File: src/rtl/cache_ctrl_pkg.sv
package cache_ctrl_pkg;

    typedef enum logic [2:0] {
        IDLE,
        LOOKUP,
        WRITEBACK,
        FILL,
        RESPOND
    } ctrl_state_t;

    // Data array input source
    typedef enum logic {
        CPU_WDATA,
        MEM_RDATA
    } datamux_sel_t;

    // Memory address source
    typedef enum logic [1:0] {
        REQ_ADDR,
        WAY0_ADDR,
        WAY1_ADDR
    } addrmux_sel_t;

    // Array loads for one way
    typedef struct packed {
        logic load_tag;
        logic set_valid;
        logic load_dirty;
        logic dirty_in;
        logic load_data;
    } way_ctrl_t;

endpackage

File: src/rtl/cache_control.sv
`timescale 1ns/10ps

module cache_control (
    input  logic                            clk,
    input  logic                            rst,
    input  logic                            req_start,
    input  logic                            req_write,
    input  logic                            hit,
    input  logic                            hit_way,
    input  logic                            lru_way,
    input  logic                            lru_dirty,
    input  logic                            mem_resp,
    output cache_ctrl_pkg::way_ctrl_t [1:0] way_ctrl,
    output logic                            load_lru,
    output logic                            lru_in,
    output cache_ctrl_pkg::datamux_sel_t    datamux_sel,
    output cache_ctrl_pkg::addrmux_sel_t    addrmux_sel,
    output logic                            mem_read,
    output logic                            mem_write,
    output logic                            done
);

    import cache_ctrl_pkg::*;

    ctrl_state_t state;
    ctrl_state_t state_next;

    always_ff @(posedge clk) begin
        if (rst) begin
            state <= IDLE;
        end else begin
            state <= state_next;
        end
    end

    always_comb begin
        state_next  = state;
        way_ctrl    = '0;
        load_lru    = 1'b0;
        lru_in      = 1'b0;
        datamux_sel = CPU_WDATA;
        addrmux_sel = REQ_ADDR;
        mem_read    = 1'b0;
        mem_write   = 1'b0;
        done        = 1'b0;

        case (state)
            IDLE: begin
                if (req_start) begin
                    state_next = LOOKUP;
                end
            end

            LOOKUP: begin
                if (hit) begin
                    // Other way becomes the next victim
                    load_lru = 1'b1;
                    lru_in   = ~hit_way;
                    if (req_write) begin
                        way_ctrl[hit_way].load_data  = 1'b1;
                        way_ctrl[hit_way].load_dirty = 1'b1;
                        way_ctrl[hit_way].dirty_in   = 1'b1;
                    end
                    state_next = RESPOND;
                end else if (lru_dirty) begin
                    state_next = WRITEBACK;
                end else begin
                    state_next = FILL;
                end
            end

            WRITEBACK: begin
                // Victim line goes out at its own stored address
                mem_write   = 1'b1;
                addrmux_sel = lru_way ? WAY1_ADDR : WAY0_ADDR;
                if (mem_resp) begin
                    state_next = FILL;
                end
            end

            FILL: begin
                mem_read    = 1'b1;
                datamux_sel = MEM_RDATA;
                if (mem_resp) begin
                    way_ctrl[lru_way].load_data  = 1'b1;
                    way_ctrl[lru_way].load_tag   = 1'b1;
                    way_ctrl[lru_way].set_valid  = 1'b1;
                    way_ctrl[lru_way].load_dirty = 1'b1;
                    way_ctrl[lru_way].dirty_in   = 1'b0;
                    // Retry the lookup, it hits this time
                    state_next = LOOKUP;
                end
            end

            RESPOND: begin
                done       = 1'b1;
                state_next = IDLE;
            end

            default: begin
                state_next = IDLE;
            end
        endcase
    end

endmodule

File: config.mk
export PLATFORM = sky130hd
export DESIGN_NAME = cache_control
export DESIGN_NICKNAME = d
export VERILOG_FILES = /design/src/rtl/cache_ctrl_pkg.sv /design/src/rtl/cache_control.sv
export SDC_FILE = /design/constraint.sdc
export NUM_CORES = 1
export LEC_CHECK = 0
export BUFFER_PORTS_ARGS = -buffer_cell sky130_fd_sc_hd__clkbuf_2
export CAP_MARGIN = 20
export CORE_AREA = 3 3 40 42
export CTS_BUF_LIST = sky130_fd_sc_hd__clkbuf_16
export CTS_CLUSTER_DIAMETER = 40
export DETAILED_ROUTE_END_ITERATION = 8
export DIE_AREA = 0 0 43 45
export SLEW_MARGIN = 0
export SYNTH_ARGS = -nofsm -noshare
export SYNTH_HDL_FRONTEND = slang
export SYNTH_SLANG_ARGS = --single-unit
export TNS_END_PERCENT = 100
File: constraint.sdc
create_clock -name clk -period 3.25 [get_ports clk]
set_clock_uncertainty 0.2 [all_clocks]
set_input_delay 0.1625 -clock clk [delete_from_list [all_inputs] [get_ports clk]]
set_output_delay 0.1625 -clock clk [all_outputs]
set_load 0.01 [all_outputs]
==> flow_metrics.py, run 1 <==
metrics = {
    "synth": {
        "postSynthCellCount": 37,
        "synth_top_cell_by_area": "dfxtp_1",
        "yosysWarnings": 0,
        "yosys-top-cells-area": "dfxtp_1 (22%), buf_4 (14%), nor2_1 (9.5%)",
        "ys_ff_latch": 3,
        "synth_area_um2": 277.8,
        "synthesis.nets": 46,
        "avgSynthCellArea_um2": 7.507,
        "synth_top_area_share": 0.2162,
        "seq_area_frac_synth": 0.2162,
        "synth.distinct_cells": 21,
    },
    "critical_path": {
        "cp-end-kind": "output pin",
        "worstSetupStartpointType": "register",
        "worstPathArrival_ns": 1.39,
        "critPathKind": "register to output pin",
        "path_max_fanout": 10,
        "required_ns": 2.89,
        "reg2reg_slack_ns": 1.95,
    },
    "drt": {
        "wl_per_cell_um": 9.701,
        "drt_iter0_drc": 7,
        "drc": 0,
        "drt_pass1_iterations": 4,
        "drt_wl_total_um": 747,
        "ant_nets": 0,
        "via_count": 341,
        "vias_per_cell": 4.429,
    },
    "die": {
        "std_cell_rows": 13,
        "fp.dieW_um": 43,
        "die_h_um": 45,
        "coreArea_um2": 1285,
        "dieArea_um2": 1935,
        "pin_count": 27,
        "floorplan.initialDensity": 0.2162,
    },
    "finish": {
        "final_area_um2": 466.7,
        "final_common_cell": "clkbuf_2",
        "drive_above_1_share": 0.5323,
        "n_antenna_cell": 0,
        "top_regs": "state (3)",
        "nNetsFinal": 72,
        "area_growth_pct": 68.02,
        "regMostFlops": "state",
        "final_cell_mix": "clkbuf_2 (26), nor2_1 (7), clkbuf_16 (3), dfxtp_1 (3)",
        "largest_register_ffs": 3,
        "fillers": 140,
    },
    "global_route": {
        "overflow": 0,
        "antenna_found_initial": 0,
        "grt_use_total": 0.07987,
        "grt_pass1_vias": 289,
        "grt_pass1_wl_mm": 1.179,
        "grt_max_degree": 11,
    },
    "timing": {
        "period_share": 0.5385,
        "final.setup.tns_ns": 0,
        "finalHoldViolCount": 0,
        "rsz0062_at_grt": "false",
        "setup-violations-final": 0,
        "slew_headroom": 0.7873,
        "slew_violations": 0,
        "post-route-min-period_ns": 1.750,
        "clock.fmax_ghz": 0.5714,
        "tightest_slew_ns": 0.3182,
        "finalWorstSetupSlack_ns": 1.500,
    },
    "clock_network": {
        "cts_made_buffers": 3,
        "postCtsHoldBufs": 1,
        "cts_tree": "built",
        "cts-htree-levels": 1,
        "clock-sinks": 3,
        "clk_latency_ns": 0.22,
        "clock_path_buffers": 2,
        "cts_root_buf": "clkbuf_16",
        "post_cts_buffers": 0,
        "clkTransAtPathRegs_ns": 0.03,
        "cts_resized": 0,
    },
    "run_status": {
        "status": "finished, final reports clean",
    },
    "placement": {
        "io_buffers": 26,
        "routabilityCongestion": 0.6006,
        "dpl_worst_slack_ns": 1.713,
        "dpl_cell_area_um2": 377.9,
    },
    "pwr": {
        "max-vdd-ir-drop_uv": 341.6,
        "power.leakage_nw": 0.2554,
        "cellPowerDensity_nw_per_um2": 573.7,
    },
    "min_path": {
        "min_path_type": "input pin to register",
    },
    "run": {
        "drv_cap": 0,
    },
}
cells by family (layout without fill, tap and decap cells):
| kind of cell | after synthesis | after routing | share of synthesized area |
|---|---|---|---|
| flops | 3 | 3 | 0.2162 |
| compound gates | 5 | 5 | 0.1351 |
| buf+inv | 7 | 32 | 0.1892 |
| simple gates | 22 | 22 | 0.4595 |
through the flow:
stage / power [mW] / util / instances / hold slack, ns
final: 0.2678 / 0.3632 / 77 / 0.04206
after global placement: 0.07613 / 0.2941 / 72 / 0.1639
after detailed placement: 0.07621 / 0.2941 / 72 / 0.1614
after floorplan: 0.06479 / - / 37 / 0.03488
after global routing: 0.2803 / 0.3632 / 77 / 0.07428
after CTS: 0.2711 / 0.3632 / 77 / 0.04836
per-layer routing:
layer | up-vias | routed length, µm | global-route usage | part of all wire
li1 | 173 | - | - | -
met1 | 149 | 319 | 0.09615 | 0.43
met2 | 19 | 341 | 0.1287 | 0.46
met3 | 0 | 86 | 0.01594 | 0.12
met4 | 0 | 0 | 0.05422 | 0
met5 | - | 0 | 0 | 0
final cells by class:
type / instances / area, µm² / share of cell area
tap: 15 / 18.77 / 0.04021
multi-input combinational: 27 / 165.2 / 0.3539
timing repair buffer: 27 / 140.1 / 0.3003
sequential: 3 / 60.06 / 0.1287
clock buffer: 3 / 75.07 / 0.1609
clock inverter: 1 / 3.754 / 0.008043
inverter: 1 / 3.754 / 0.008043
synth_stat cells:
| cell type | count |
|---|---|
| nor2_1 | 7 |
| buf_4 | 5 |
| dfxtp_1 | 3 |
| and2_1 | 2 |
| nand2_1 | 2 |
| nor2b_1 | 2 |
| nor3b_1 | 2 |
| a2111oi_1 | 1 |
| a211oi_1 | 1 |
| a21oi_1 | 1 |
| a31o_1 | 1 |
| and2b_1 | 1 |
| and3_1 | 1 |
| and3_4 | 1 |
| buf_6 | 1 |
| inv_2 | 1 |
| nand3_1 | 1 |
| nand3_2 | 1 |
| nor2b_2 | 1 |
| nor3_1 | 1 |
| o22ai_1 | 1 |
worst max-delay path, stage by stage (launching register included):
cell      delay [ns]
dfxtp_1         0.48
nand3_2         0.15
inv_2           0.10
nand2_1         0.07
o22ai_1         0.19
clkbuf_2        0.17
where the power goes:
group | internal, mW | switching [mW] | total (mW)
registers | 0.0398 | 0.00511 | 0.0449
clock network | 0.159 | 0.0329 | 0.191
logic | 0.0155 | 0.0159 | 0.0314
path summary, 6_finish.rpt:
kind / from / depth (start not counted) / endpoint
hold / removal: hit / 3 / state[2]
hold reg to reg: state[2] / 1 / state[1]
setup / recovery: state[0] / 5 / way_ctrl[2]
setup reg to reg: state[0] / 2 / state[0]
Power figures use the tool's default switching activity.
==> run 2, diff against run 1 <==
==> constraint.sdc (replaced) <==
create_clock -name clk -period 1.58 [get_ports clk]
set_clock_uncertainty 0.2 [all_clocks]
set_input_delay 0.079 -clock clk [delete_from_list [all_inputs] [get_ports clk]]
set_output_delay 0.079 -clock clk [all_outputs]
set_load 0.01 [all_outputs]
==> flow_metrics.py, run 2 (same netlist as run 1, synthesis figures left out) <==
metrics = {
    "drt": {
        "wl_met2_um": 373,
        "wl_met1_um": 334,
        "drt_pass1_iterations": 1,
        "vias_per_cell": 4.383,
        "drc": 0,
        "ant_nets": 0,
        "via_count": 355,
        "drt_wl_total_um": 797,
        "top_layer_used": "met3",
        "route.met3.wl_um": 89,
        "drt_iter0_drc": 0,
        "wl_per_cell_um": 9.840,
    },
    "global_route": {
        "grt_use_total": 0.08236,
        "grt_max_degree": 11,
        "grt_pass1_vias": 294,
        "grt_pass1_wl_mm": 1.214,
        "antenna_found_initial": 0,
        "overflow": 0,
    },
    "critical_path": {
        "reg2reg_depth": 3,
        "critPathKind": "register to output pin",
        "r2r_start": "state[0]",
        "crit_start": "state[1]",
        "cp-end-kind": "output pin",
        "path_max_fanout": 7,
        "worstPathArrival_ns": 1.26,
        "r2r_end": "state[0]",
        "worstSetupStartpointType": "register",
        "worstSetupEndpoint": "way_ctrl[5]",
        "reg2reg_slack_ns": 0.37,
        "required_ns": 1.30,
    },
    "die": {
        "pin_count": 27,
        "dieArea_um2": 1935,
        "coreArea_um2": 1285,
        "fp.dieW_um": 43,
        "std_cell_rows": 13,
        "floorplan.initialDensity": 0.2162,
        "die_h_um": 45,
    },
    "pwr": {
        "p_total_mw": 0.5622,
        "power.leakage_nw": 0.2859,
        "cellPowerDensity_nw_per_um2": 1067,
        "max-vdd-ir-drop_uv": 725.5,
    },
    "placement": {
        "routabilityCongestion": 0.5980,
        "io_buffers": 26,
        "dpl_cell_area_um2": 377.9,
        "dp.final_hpwl_um": 625.7,
        "dpl_worst_slack_ns": 0.1221,
    },
    "timing": {
        "period_share": 0.9739,
        "finalWorstSetupSlack_ns": 0.04129,
        "tightest_slew_ns": 0.3149,
        "hold_slack_ns": 0.03097,
        "post-route-min-period_ns": 1.539,
        "finalHoldViolCount": 0,
        "clock.fmax_ghz": 0.6499,
        "slew_headroom": 0.7896,
        "rsz0062_at_grt": "true",
        "slew_violations": 0,
        "setup-violations-final": 0,
    },
    "clock_network": {
        "cts_made_buffers": 3,
        "clock-sinks": 3,
        "clock_path_buffers": 2,
        "cts_root_buf": "clkbuf_16",
        "cts_tree": "built",
        "clkTransAtPathRegs_ns": 0.03,
        "clk_latency_ns": 0.22,
        "cts-htree-levels": 1,
    },
    "finish": {
        "nNetsFinal": 76,
        "regMostFlops": "state",
        "area_growth_pct": 89.64,
        "n_antenna_cell": 0,
        "final_area_um2": 526.8,
        "largest_register_ffs": 3,
        "final_common_cell": "clkbuf_2",
        "top_regs": "state (3)",
        "drive_above_1_share": 0.6515,
        "final_cell_mix": "clkbuf_2 (22), nor2_1 (6), buf_2 (4), clkbuf_16 (3), buf_4 (3)",
        "fillers": 148,
    },
    "min_path": {
        "min-delay-start": "hit",
        "min_path_type": "input pin to register",
    },
    "run": {
        "drv_cap": 0,
    },
    "run_status": {
        "status": "finished, final reports clean",
    },
}
==> run 2: worst min-delay path by stage <==
stage	to	slack, ns	cells past startpoint
after floorplan	state[2]	-0.05	1
after global placement	state[2]	0.08	2
after detailed placement	state[2]	0.08	2
after CTS	state[2]	0.04	4
after global routing	state[2]	0.06	4
final	state[2]	0.03	4
==> run 2: where the power goes <==
group          total, mW  internal (mW)  switching, mW
logic             0.0762         0.0409         0.0352
clock network      0.393          0.326         0.0665
registers         0.0934         0.0811         0.0123
==> run 2: cell type report <==
cell class	instances	area, µm²	share of cell area
timing repair buffer	31	172.7	0.3278
multi-input combinational	27	183.9	0.3492
clock buffer	3	75.07	0.1425
clock inverter	1	3.754	0.007126
inverter	1	3.754	0.007126
tap	15	18.77	0.03563
sequential	3	68.82	0.1306
==> run 2: per-layer routing <==
metal / global-route usage / up-vias
met5: 0 / -
met4: 0.05422 / 0
met3: 0.01992 / 0
met2: 0.1317 / 17
met1: 0.09856 / 158
li1: - / 180
==> run 2: stage by stage <==
stage | utilization | TNS [ns] | std cells
finish | 0.4099 | 0 | 81
global route | 0.4099 | -0.07532 | 81
CTS | 0.3963 | 0 | 80
detailed placement | 0.2941 | 0 | 72
global placement | 0.2941 | 0 | 72
floorplan | - | 0 | 37
==> run 2: timing repair <==
| action | CTS | global route |
|---|---|---|
| hold buffers | 2 | 0 |
| pin swaps | 1 | 3 |
| setup buffers | 2 | 1 |
| setup endpoints to repair | 7 | 8 |
| hold endpoints to repair | 3 | 0 |
| resized for setup | 7 | 7 |
==> run 2: critical path, cell delays in order (launching register included) <==
cell	delay (ns)
dfxtp_4	0.36
nor2b_2	0.16
and2_4	0.16
a31o_1	0.22
buf_2	0.14
