==> src/rtl/cache_types_pkg.sv <==
package cache_types_pkg;

    // Line geometry, fixed by the 256-bit memory interface
    localparam int OFFSET_BITS = 5;
    localparam int LINE_BYTES  = 2 ** OFFSET_BITS;
    localparam int LINE_BITS   = 8 * LINE_BYTES;

    typedef logic [LINE_BITS-1:0] line_t;

    // Word request from the AXI front end
    typedef struct packed {
        logic [31:0]           addr;
        logic [31:0]           wdata;
        // Byte enables already placed at the word position in the line
        logic [LINE_BYTES-1:0] wmask;
        logic                  write;
    } cpu_req_t;

    // Result returned to the front end
    typedef struct packed {
        logic [31:0] rdata;
        logic        done;
    } cpu_rsp_t;

    // Line request towards main memory
    typedef struct packed {
        logic [31:0] addr;
        line_t       wdata;
        logic        read;
        logic        write;
    } mem_req_t;

endpackage

==> src/rtl/axil_cache_port.sv <==
`timescale 1ns/10ps

module axil_cache_port (
    input  logic                      clk,
    input  logic                      rst,
    input  logic                      awvalid,
    output logic                      awready,
    input  logic [31:0]               awaddr,
    input  logic                      wvalid,
    output logic                      wready,
    input  logic [31:0]               wdata,
    input  logic [3:0]                wstrb,
    output logic                      bvalid,
    input  logic                      bready,
    output logic [1:0]                bresp,
    input  logic                      arvalid,
    output logic                      arready,
    input  logic [31:0]               araddr,
    output logic                      rvalid,
    input  logic                      rready,
    output logic [31:0]               rdata,
    output logic [1:0]                rresp,
    input  logic                      done,
    input  logic [31:0]               rdata_in,
    output cache_types_pkg::cpu_req_t req,
    output logic                      req_start
);

    import cache_types_pkg::*;

    localparam logic [1:0] RESP_OKAY = 2'b00;

    typedef enum logic [1:0] {
        PORT_INIT,
        PORT_IDLE,
        PORT_BUSY,
        PORT_RESP
    } port_state_t;

    port_state_t           state;
    logic                  idle;
    logic                  write_accept;
    logic                  read_accept;
    logic [LINE_BYTES-1:0] strb_line;

    assign idle = (state == PORT_IDLE);

    // AW and W only complete together, a write wins over a read
    assign awready      = idle && wvalid;
    assign wready       = idle && awvalid;
    assign arready      = idle && !(awvalid && wvalid);
    assign write_accept = idle && awvalid && wvalid;
    assign read_accept  = arready && arvalid;
    assign req_start    = write_accept || read_accept;

    assign bvalid = (state == PORT_RESP) && req.write;
    assign rvalid = (state == PORT_RESP) && !req.write;
    assign bresp  = RESP_OKAY;
    assign rresp  = RESP_OKAY;

    assign strb_line = {{(LINE_BYTES - 4){1'b0}}, wstrb};

    always_ff @(posedge clk) begin
        if (rst) begin
            state <= PORT_INIT;
        end else begin
            case (state)
                PORT_INIT: state <= PORT_IDLE;
                PORT_IDLE: begin
                    if (req_start) begin
                        state <= PORT_BUSY;
                    end
                end
                PORT_BUSY: begin
                    if (done) begin
                        state <= PORT_RESP;
                    end
                end
                PORT_RESP: begin
                    if ((bvalid && bready) || (rvalid && rready)) begin
                        state <= PORT_IDLE;
                    end
                end
                default: state <= PORT_IDLE;
            endcase
        end
    end

    // Request and read word registers
    always_ff @(posedge clk) begin
        if (write_accept) begin
            req.addr  <= awaddr;
            req.wdata <= wdata;
            // Strobes moved to the word slot, the datapath replicates the word itself
            req.wmask <= strb_line << {awaddr[OFFSET_BITS-1:2], 2'b00};
            req.write <= 1'b1;
        end else if (read_accept) begin
            req.addr  <= araddr;
            req.wdata <= '0;
            req.wmask <= '0;
            req.write <= 1'b0;
        end
        if (done) begin
            rdata <= rdata_in;
        end
    end

endmodule

==> config.mk <==
export PLATFORM = sky130hd
export DESIGN_NAME = axil_cache_port
export DESIGN_NICKNAME = d
export VERILOG_FILES = /design/src/rtl/cache_types_pkg.sv /design/src/rtl/axil_cache_port.sv
export SDC_FILE = /design/constraint.sdc
export NUM_CORES = 1
export LEC_CHECK = 0
export ABC_AREA = 1
export BUFFER_PORTS_ARGS = -buffer_cell sky130_fd_sc_hd__buf_2
export CELL_PAD_IN_SITES_DETAIL_PLACEMENT = 1
export CELL_PAD_IN_SITES_GLOBAL_PLACEMENT = 2
export CORE_MARGIN = 5
export CORE_UTILIZATION = 27
export DETAILED_ROUTE_END_ITERATION = 10
export PLACE_DENSITY_LB_ADDON = 0.1
export SYNTH_ARGS = -nofsm -noshare
export SYNTH_HDL_FRONTEND = slang
export SYNTH_SLANG_ARGS = --single-unit
==> constraint.sdc <==
create_clock -name clk -period 3.8 [get_ports clk]
set_input_delay 0.38 -clock clk [delete_from_list [all_inputs] [get_ports clk]]
set_output_delay 0.38 -clock clk [all_outputs]
set_load 0.1 [all_outputs]
==> results of run 1 <==
## worst max-delay path: cells and delay by family (launching register included)
family                     cells  cell delay (ns)
adders and majority gates      1             0.26
DFF                            1             0.38
buffers and inverters          3             0.76
and+or+nand+nor                3             0.64
## kinds of logic after synthesis
group,share of synthesized area (%)
adder cells (fa/ha/maj),0.741
other,0.0740
AO/OA/AOI/OAI,5.31
flip-flops,77.1
AND/OR/NAND/NOR,10.8
buffers and inverters,5.95
## synthesized netlist by cell type, types with 2 or more instances
library cell | instances | share of area, %
buf_2 | 9 | 0.89
inv_1 | 46 | 3.4
nor2_4 | 10 | 2.2
a22o_1 | 29 | 5.0
dfxtp_1 | 3 | 1.2
nand3_1 | 21 | 2.1
edfxtp_1 | 128 | 76
buf_4 | 4 | 0.59
nand2_1 | 13 | 0.96
o21ai_0 | 3 | 0.30
clkbuf_1 | 3 | 0.22
nor2_1 | 61 | 4.5
ha_1 | 3 | 0.74
clkinv_1 | 2 | 0.15
nand4_1 | 2 | 0.25
## worst paths after layout
kind	end	slack (ns)	depth (start not counted)
max	req_start	0.96	7
min	rdata[22]$_DFFE_PP_	0.14	1
max reg2reg	req[36]$_DFFE_PP_	1.42	7
min reg2reg	state[1]$_SDFFE_PP0P_	0.55	2
## state kept, by name (all words and copies together), names as in the netlist
register and count:
state 2, req 97, rdata 32
## power groups by stage
stage                     Sequential (mW)  Combinational [mW]  Clock [mW]
after floorplan                      3.59               0.407           0
after global placement               2.00                2.41           0
after detailed placement             2.00                2.43           0
after CTS                            1.98                2.43        1.57
after global routing                 2.00                2.48        1.64
final                                1.97                2.41        1.54
## cell type report
class / count / area share, %
Multi-Input combinational cell: 151 / 12.2
Sequential cell: 131 / 54.0
Clock buffer: 17 / 5.88
Tap cell: 234 / 4.05
Clock inverter: 15 / 1.83
Timing Repair Buffer: 278 / 19.6
Inverter: 49 / 2.54
## layer usage
layer  up-vias  wire (um)  global-route usage, %
met5         -          0                      0
met4         0        348                   5.92
met3        22       1170                   4.97
met2       163       8350                   25.3
met1      1819       6260                   16.3
li1       1769          -                      -
## stage by stage
stage	worst slack, ns	power [mW]	hold WS [ns]	util, %
3_5_place_dp	1.35	4.43	0.548	35.9
4_1_cts	0.874	5.98	0.118	38.9
6_report	0.963	5.91	0.143	38.9
5_1_grt	0.726	6.12	0.121	38.9
3_3_place_gp	1.42	4.41	0.510	35.9
2_1_floorplan	0.354	3.99	0.479	-
==> impl_metrics.tcl, run 1 <==
set metrics [dict create \
    status "finished clean" \
    rr_startpoint "state[0]$_SDFFE_PP0P_" \
    cp_data_arrival_time_ns 2.46 \
    design.core.area_um2 18600 \
    worstPathRequired_ns 3.42 \
    drv_cap 0 \
    p_int_mw 3.09 \
    avgSynthCellArea_um2 14.6 \
    irDropWorstVdd_v 0.000478 \
    drtAntennaViolNets 0 \
    grt_usage_pct 14.5 \
    crit_path_end_kind "output port" \
    comb_power_share_pct 40.7 \
    final_hold_viol_count 0 \
    tritoncts "yes" \
    drt_wl_total_um 16100 \
    min_period_ns 2.84 \
    worstSetupStartpointType "flip-flop" \
    vias 3773 \
    layout_common_cells "buf_2 (274), edfxtp_1 (128), nor2_1 (61), inv_1 (46), a22o_1 (29)" \
    tns_ns 0 \
    clk_pin_slew_ns 0.06 \
    row_count 50 \
    ctsResizeCount 0 \
    synth-edff-count 128 \
    post_drt_wl_per_cell_um 18.4 \
    max_freq_mhz 352 \
    synthCells 346 \
    cp_cell_sequence "ha_1 -> nand2_1 -> inv_2 -> nand2_4 -> inv_1 -> or2_4 -> buf_2" \
    min_period_over_period_pct 74.7 \
    synth-seq-cells 131 \
    rsz0062_at_grt "no" \
    ys_seq_area_share_pct 77.1 \
    multi_input_area_um2 880 \
    cts-root-buf "clkbuf_16" \
    critPathMaxStageDelay_ns 0.48 \
    htree_levels 4 \
    relSlewSlack_pct 46.8 \
    clkLatencyLatePin_ns 0.41 \
    dr.pass1.iters 4 \
    fin_skew_ns 0.0103 \
    drc 0 \
    cts.sinks 131 \
    yosys_warnings 0 \
    final_common_cell "buf_2" \
    stdcell_area_um2 7230 \
    pin_count 279 \
    layout-drive-gt1-share_pct 50.5 \
    ys.flop_type "edfxtp_1" \
    clkPwrFrac_pct 26.0 \
    dieArea_um2 21600 \
    switchingPower_mw 2.82 \
    grt_pass1_wl_um 23500 \
    die_h_um 147 \
    viasPerCell 4.31 \
    critPathKind "flip-flop to output port" \
    nFillCells 2072 \
    slew_viol_final 0 \
    syn_to_final_growth_pct 42.8 \
    holdCritPathClass "primary input to flip-flop" \
    clockBufferDepth 2 \
    powerDensity_nw_per_um2 818 \
    seqPwrFrac_pct 33.3 \
    grt_overflow 0 \
    crit_slowest_cell "buf_2" \
    p_leak_nw 3.23 \
    io_buffers 274 \
    grt_start_max_net_pins 82 \
    setup-violations-final 0 \
    startpoint "state[0]$_SDFFE_PP0P_" \
    initial_utilization_pct 27.3 \
    regArea_um2 3900 \
    antenna_found_initial 0 \
    syn_area_um2 5060 \
    async_reset_ff_share_pct 0 \
    cts_buffers 17 \
    dpl_cell_area_um2 6670 \
    worstMarginPinSlew_ns 0.799 \
    antenna_cells 0 \
    place.gp.congestion 0.730 \
    dp_hpwl_um 12300 \
    drt-initial-drc-count 130 \
    cts_hold_buffers 0 \
    post_cts_buffers 0 \
    cp_max_fo 37 \
    ys_types 24 \
    die_w_um 147 \
    dp.cells 843 \
    swShare_pct 47.7 \
    grt_pass1_vias 3953 \
    fin_cells 875 \
    nNetsFinal 771 \
    holdCritStartpoint "rdata_in[22]" \
]
Note: power is estimated with default switching activity, not from simulation.
==> run 2, diff against run 1 <==
CORE_UTILIZATION = 25   (was 27)
clock period = 2.3 ns   (was 3.8 ns; I/O delays follow)
==> run 2 against run 1 <==
Combinational power up 71%. Count of clock-buffer cells in the layout up 1. Die area up 7.4%. Via count up 2.7%. Clock skew down 0.0025 ns. Sequential power up 65%. Global-route usage down 0.18 points. Sequential cell count unchanged. Hold slack worse by 0.12 ns. Register-to-register slack worse by 0.93 ns. Non-clock buffer count up 33. Sequential share of layout area down 3.1 points. Critical endpoint unchanged.
==> impl_metrics.tcl, run 2 (synthesis gave the netlist of run 1 again) <==
set metrics [dict create \
    status "finished clean" \
    rsz0062_at_grt "no" \
    worstMarginPinSlew_ns 0.533 \
    layout_common_cells "buf_2 (273), edfxtp_1 (128), nor2_1 (60), inv_1 (44), a22o_1 (29)" \
    drv_cap 0 \
    viasPerCell 4.11 \
    final_common_cell "buf_2" \
    io_buffers 274 \
    syn_to_final_growth_pct 51.6 \
    critPathTopFamily "simple AND/OR/NAND/NOR gates" \
    fin_cells 943 \
    grt_start_max_net_pins 47 \
    irDropWorstVdd_v 0.000631 \
    dp.cells 884 \
    grt_pass1_vias 4322 \
    antenna_found_initial 0 \
    nNetsFinal 804 \
    htree_levels 4 \
    cts_buffers 17 \
    vias 3875 \
    gr-usage-met2_pct 26.7 \
    critPathMaxStageDelay_ns 0.34 \
    drc 0 \
    holdCritPathClass "primary input to flip-flop" \
    drt-initial-drc-count 172 \
    regMostFlops "req" \
    largest_reg_flops 97 \
    place.gp.congestion 0.807 \
    fin_skew_ns 0.00785 \
    critPathKind "flip-flop to output port" \
    dieArea_um2 23200 \
    slew_viol_final 0 \
    cp_cell_sequence "inv_2 -> ha_4 -> inv_1 -> nor3_4 -> or2_4 -> buf_12" \
    cts-root-buf "clkbuf_16" \
    grt_pass1_wl_um 25400 \
    antenna_cells 0 \
    tns_ns 0 \
    clockBufferDepth 2 \
    met3_usage_pct 4.29 \
    setup-violations-final 0 \
    powerDensity_nw_per_um2 1300 \
    grt_overflow 0 \
    top_regs "req: 97 flops, rdata: 32 flops, state: 2 flops" \
    dp_hpwl_um 12700 \
    max_freq_mhz 491 \
    clk_pin_slew_ns 0.06 \
    drt_wl_total_um 16700 \
    tritoncts "yes" \
    path_buf_inv 3 \
    holdWs_ns 0.0219 \
    relSlewSlack_pct 64.7 \
    layout-drive-gt1-share_pct 49.5 \
    grt_usage_pct 14.3 \
    min_period_over_period_pct 88.5 \
    row_count 52 \
    pin_count 279 \
    cts.sinks 131 \
    clkLatencyLatePin_ns 0.42 \
    dr.pass1.iters 4 \
    worstSetupStartpointType "flip-flop" \
    post_drt_wl_per_cell_um 17.7 \
    design.core.area_um2 20100 \
    crit_path_end_kind "output port" \
    cp_max_fo 18 \
    crit_slowest_cell "dfxtp_2" \
    p_total_mw 9.97 \
    worstPathRequired_ns 2.07 \
    final_hold_viol_count 0 \
    die_h_um 152 \
    grt-busiest-layer "met2" \
    post_cts_buffers 0 \
    initial_utilization_pct 25.2 \
    cp_data_arrival_time_ns 1.80 \
    die_w_um 152 \
    min_period_ns 2.03 \
    nFillCells 2232 \
    drtAntennaViolNets 0 \
    gr-usage-met1_pct 15.4 \
    p_leak_nw 3.38 \
]
-- run 2: cell types whose count changed in the layout (fill, tap and decap cells not counted), sizes merged --
cell         previous run  this run
inv                    50        49
clkinv                  9         7
bufinv                  1         2
clkbuf                 17        18
dlygate4sd3             0        28
buf                   278       283
-- run 2: final timing paths --
kind | from | end | slack (ns) | cells after the start
worst min register to register | state[1]$_SDFFE_PP0P_ | state[1]$_SDFFE_PP0P_ | 0.52 | 2
worst max register to register | state[1]$_SDFFE_PP0P_ | req[45]$_DFFE_PP_ | 0.49 | 6
worst min-delay path | rdata_in[25] | rdata[25]$_DFFE_PP_ | 0.02 | 1
worst max-delay path | state[1]$_SDFFE_PP0P_ | req_start | 0.27 | 6
-- run 2: through the flow --
stage	setup slack [ns]	util (%)	cell area, um2
after detailed placement	0.459	34.0	6830
after floorplan	-0.0582	-	5130
after CTS	0.211	38.2	7680
after global placement	0.491	34.0	6830
final	0.265	38.2	7680
after global routing	0.118	38.2	7680
-- run 2: power by group --
group | leakage (nW) | total [mW] | internal [mW] | switching [mW]
logic | 1.86 | 4.11 | 0.587 | 3.52
registers | 1.25 | 3.26 | 3.13 | 0.127
clock network | 0.266 | 2.61 | 1.58 | 1.02
-- run 2: repair_timing --
action	CTS	global route
hold buffers	28	0
resized for setup	0	0
hold endpoints to repair	28	0
-- run 2: layer usage --
layer / share of wire [%] / vias to the layer above
met2: 54 / 165
li1: - / 1831
met1: 38 / 1862
met3: 6.6 / 17
met5: 0 / -
met4: 1.4 / 0
-- run 2: final cells by class --
type                    count  area (um2)  area share, %
flip-flops and latches    131        3910           50.9
repair buffers            311        1760           22.9
inverters                  49         199           2.59
clock buffers              18         429           5.59
well taps                 270         338           4.40
multi-input cells         151         911           11.9
clock inverters            13         135           1.76
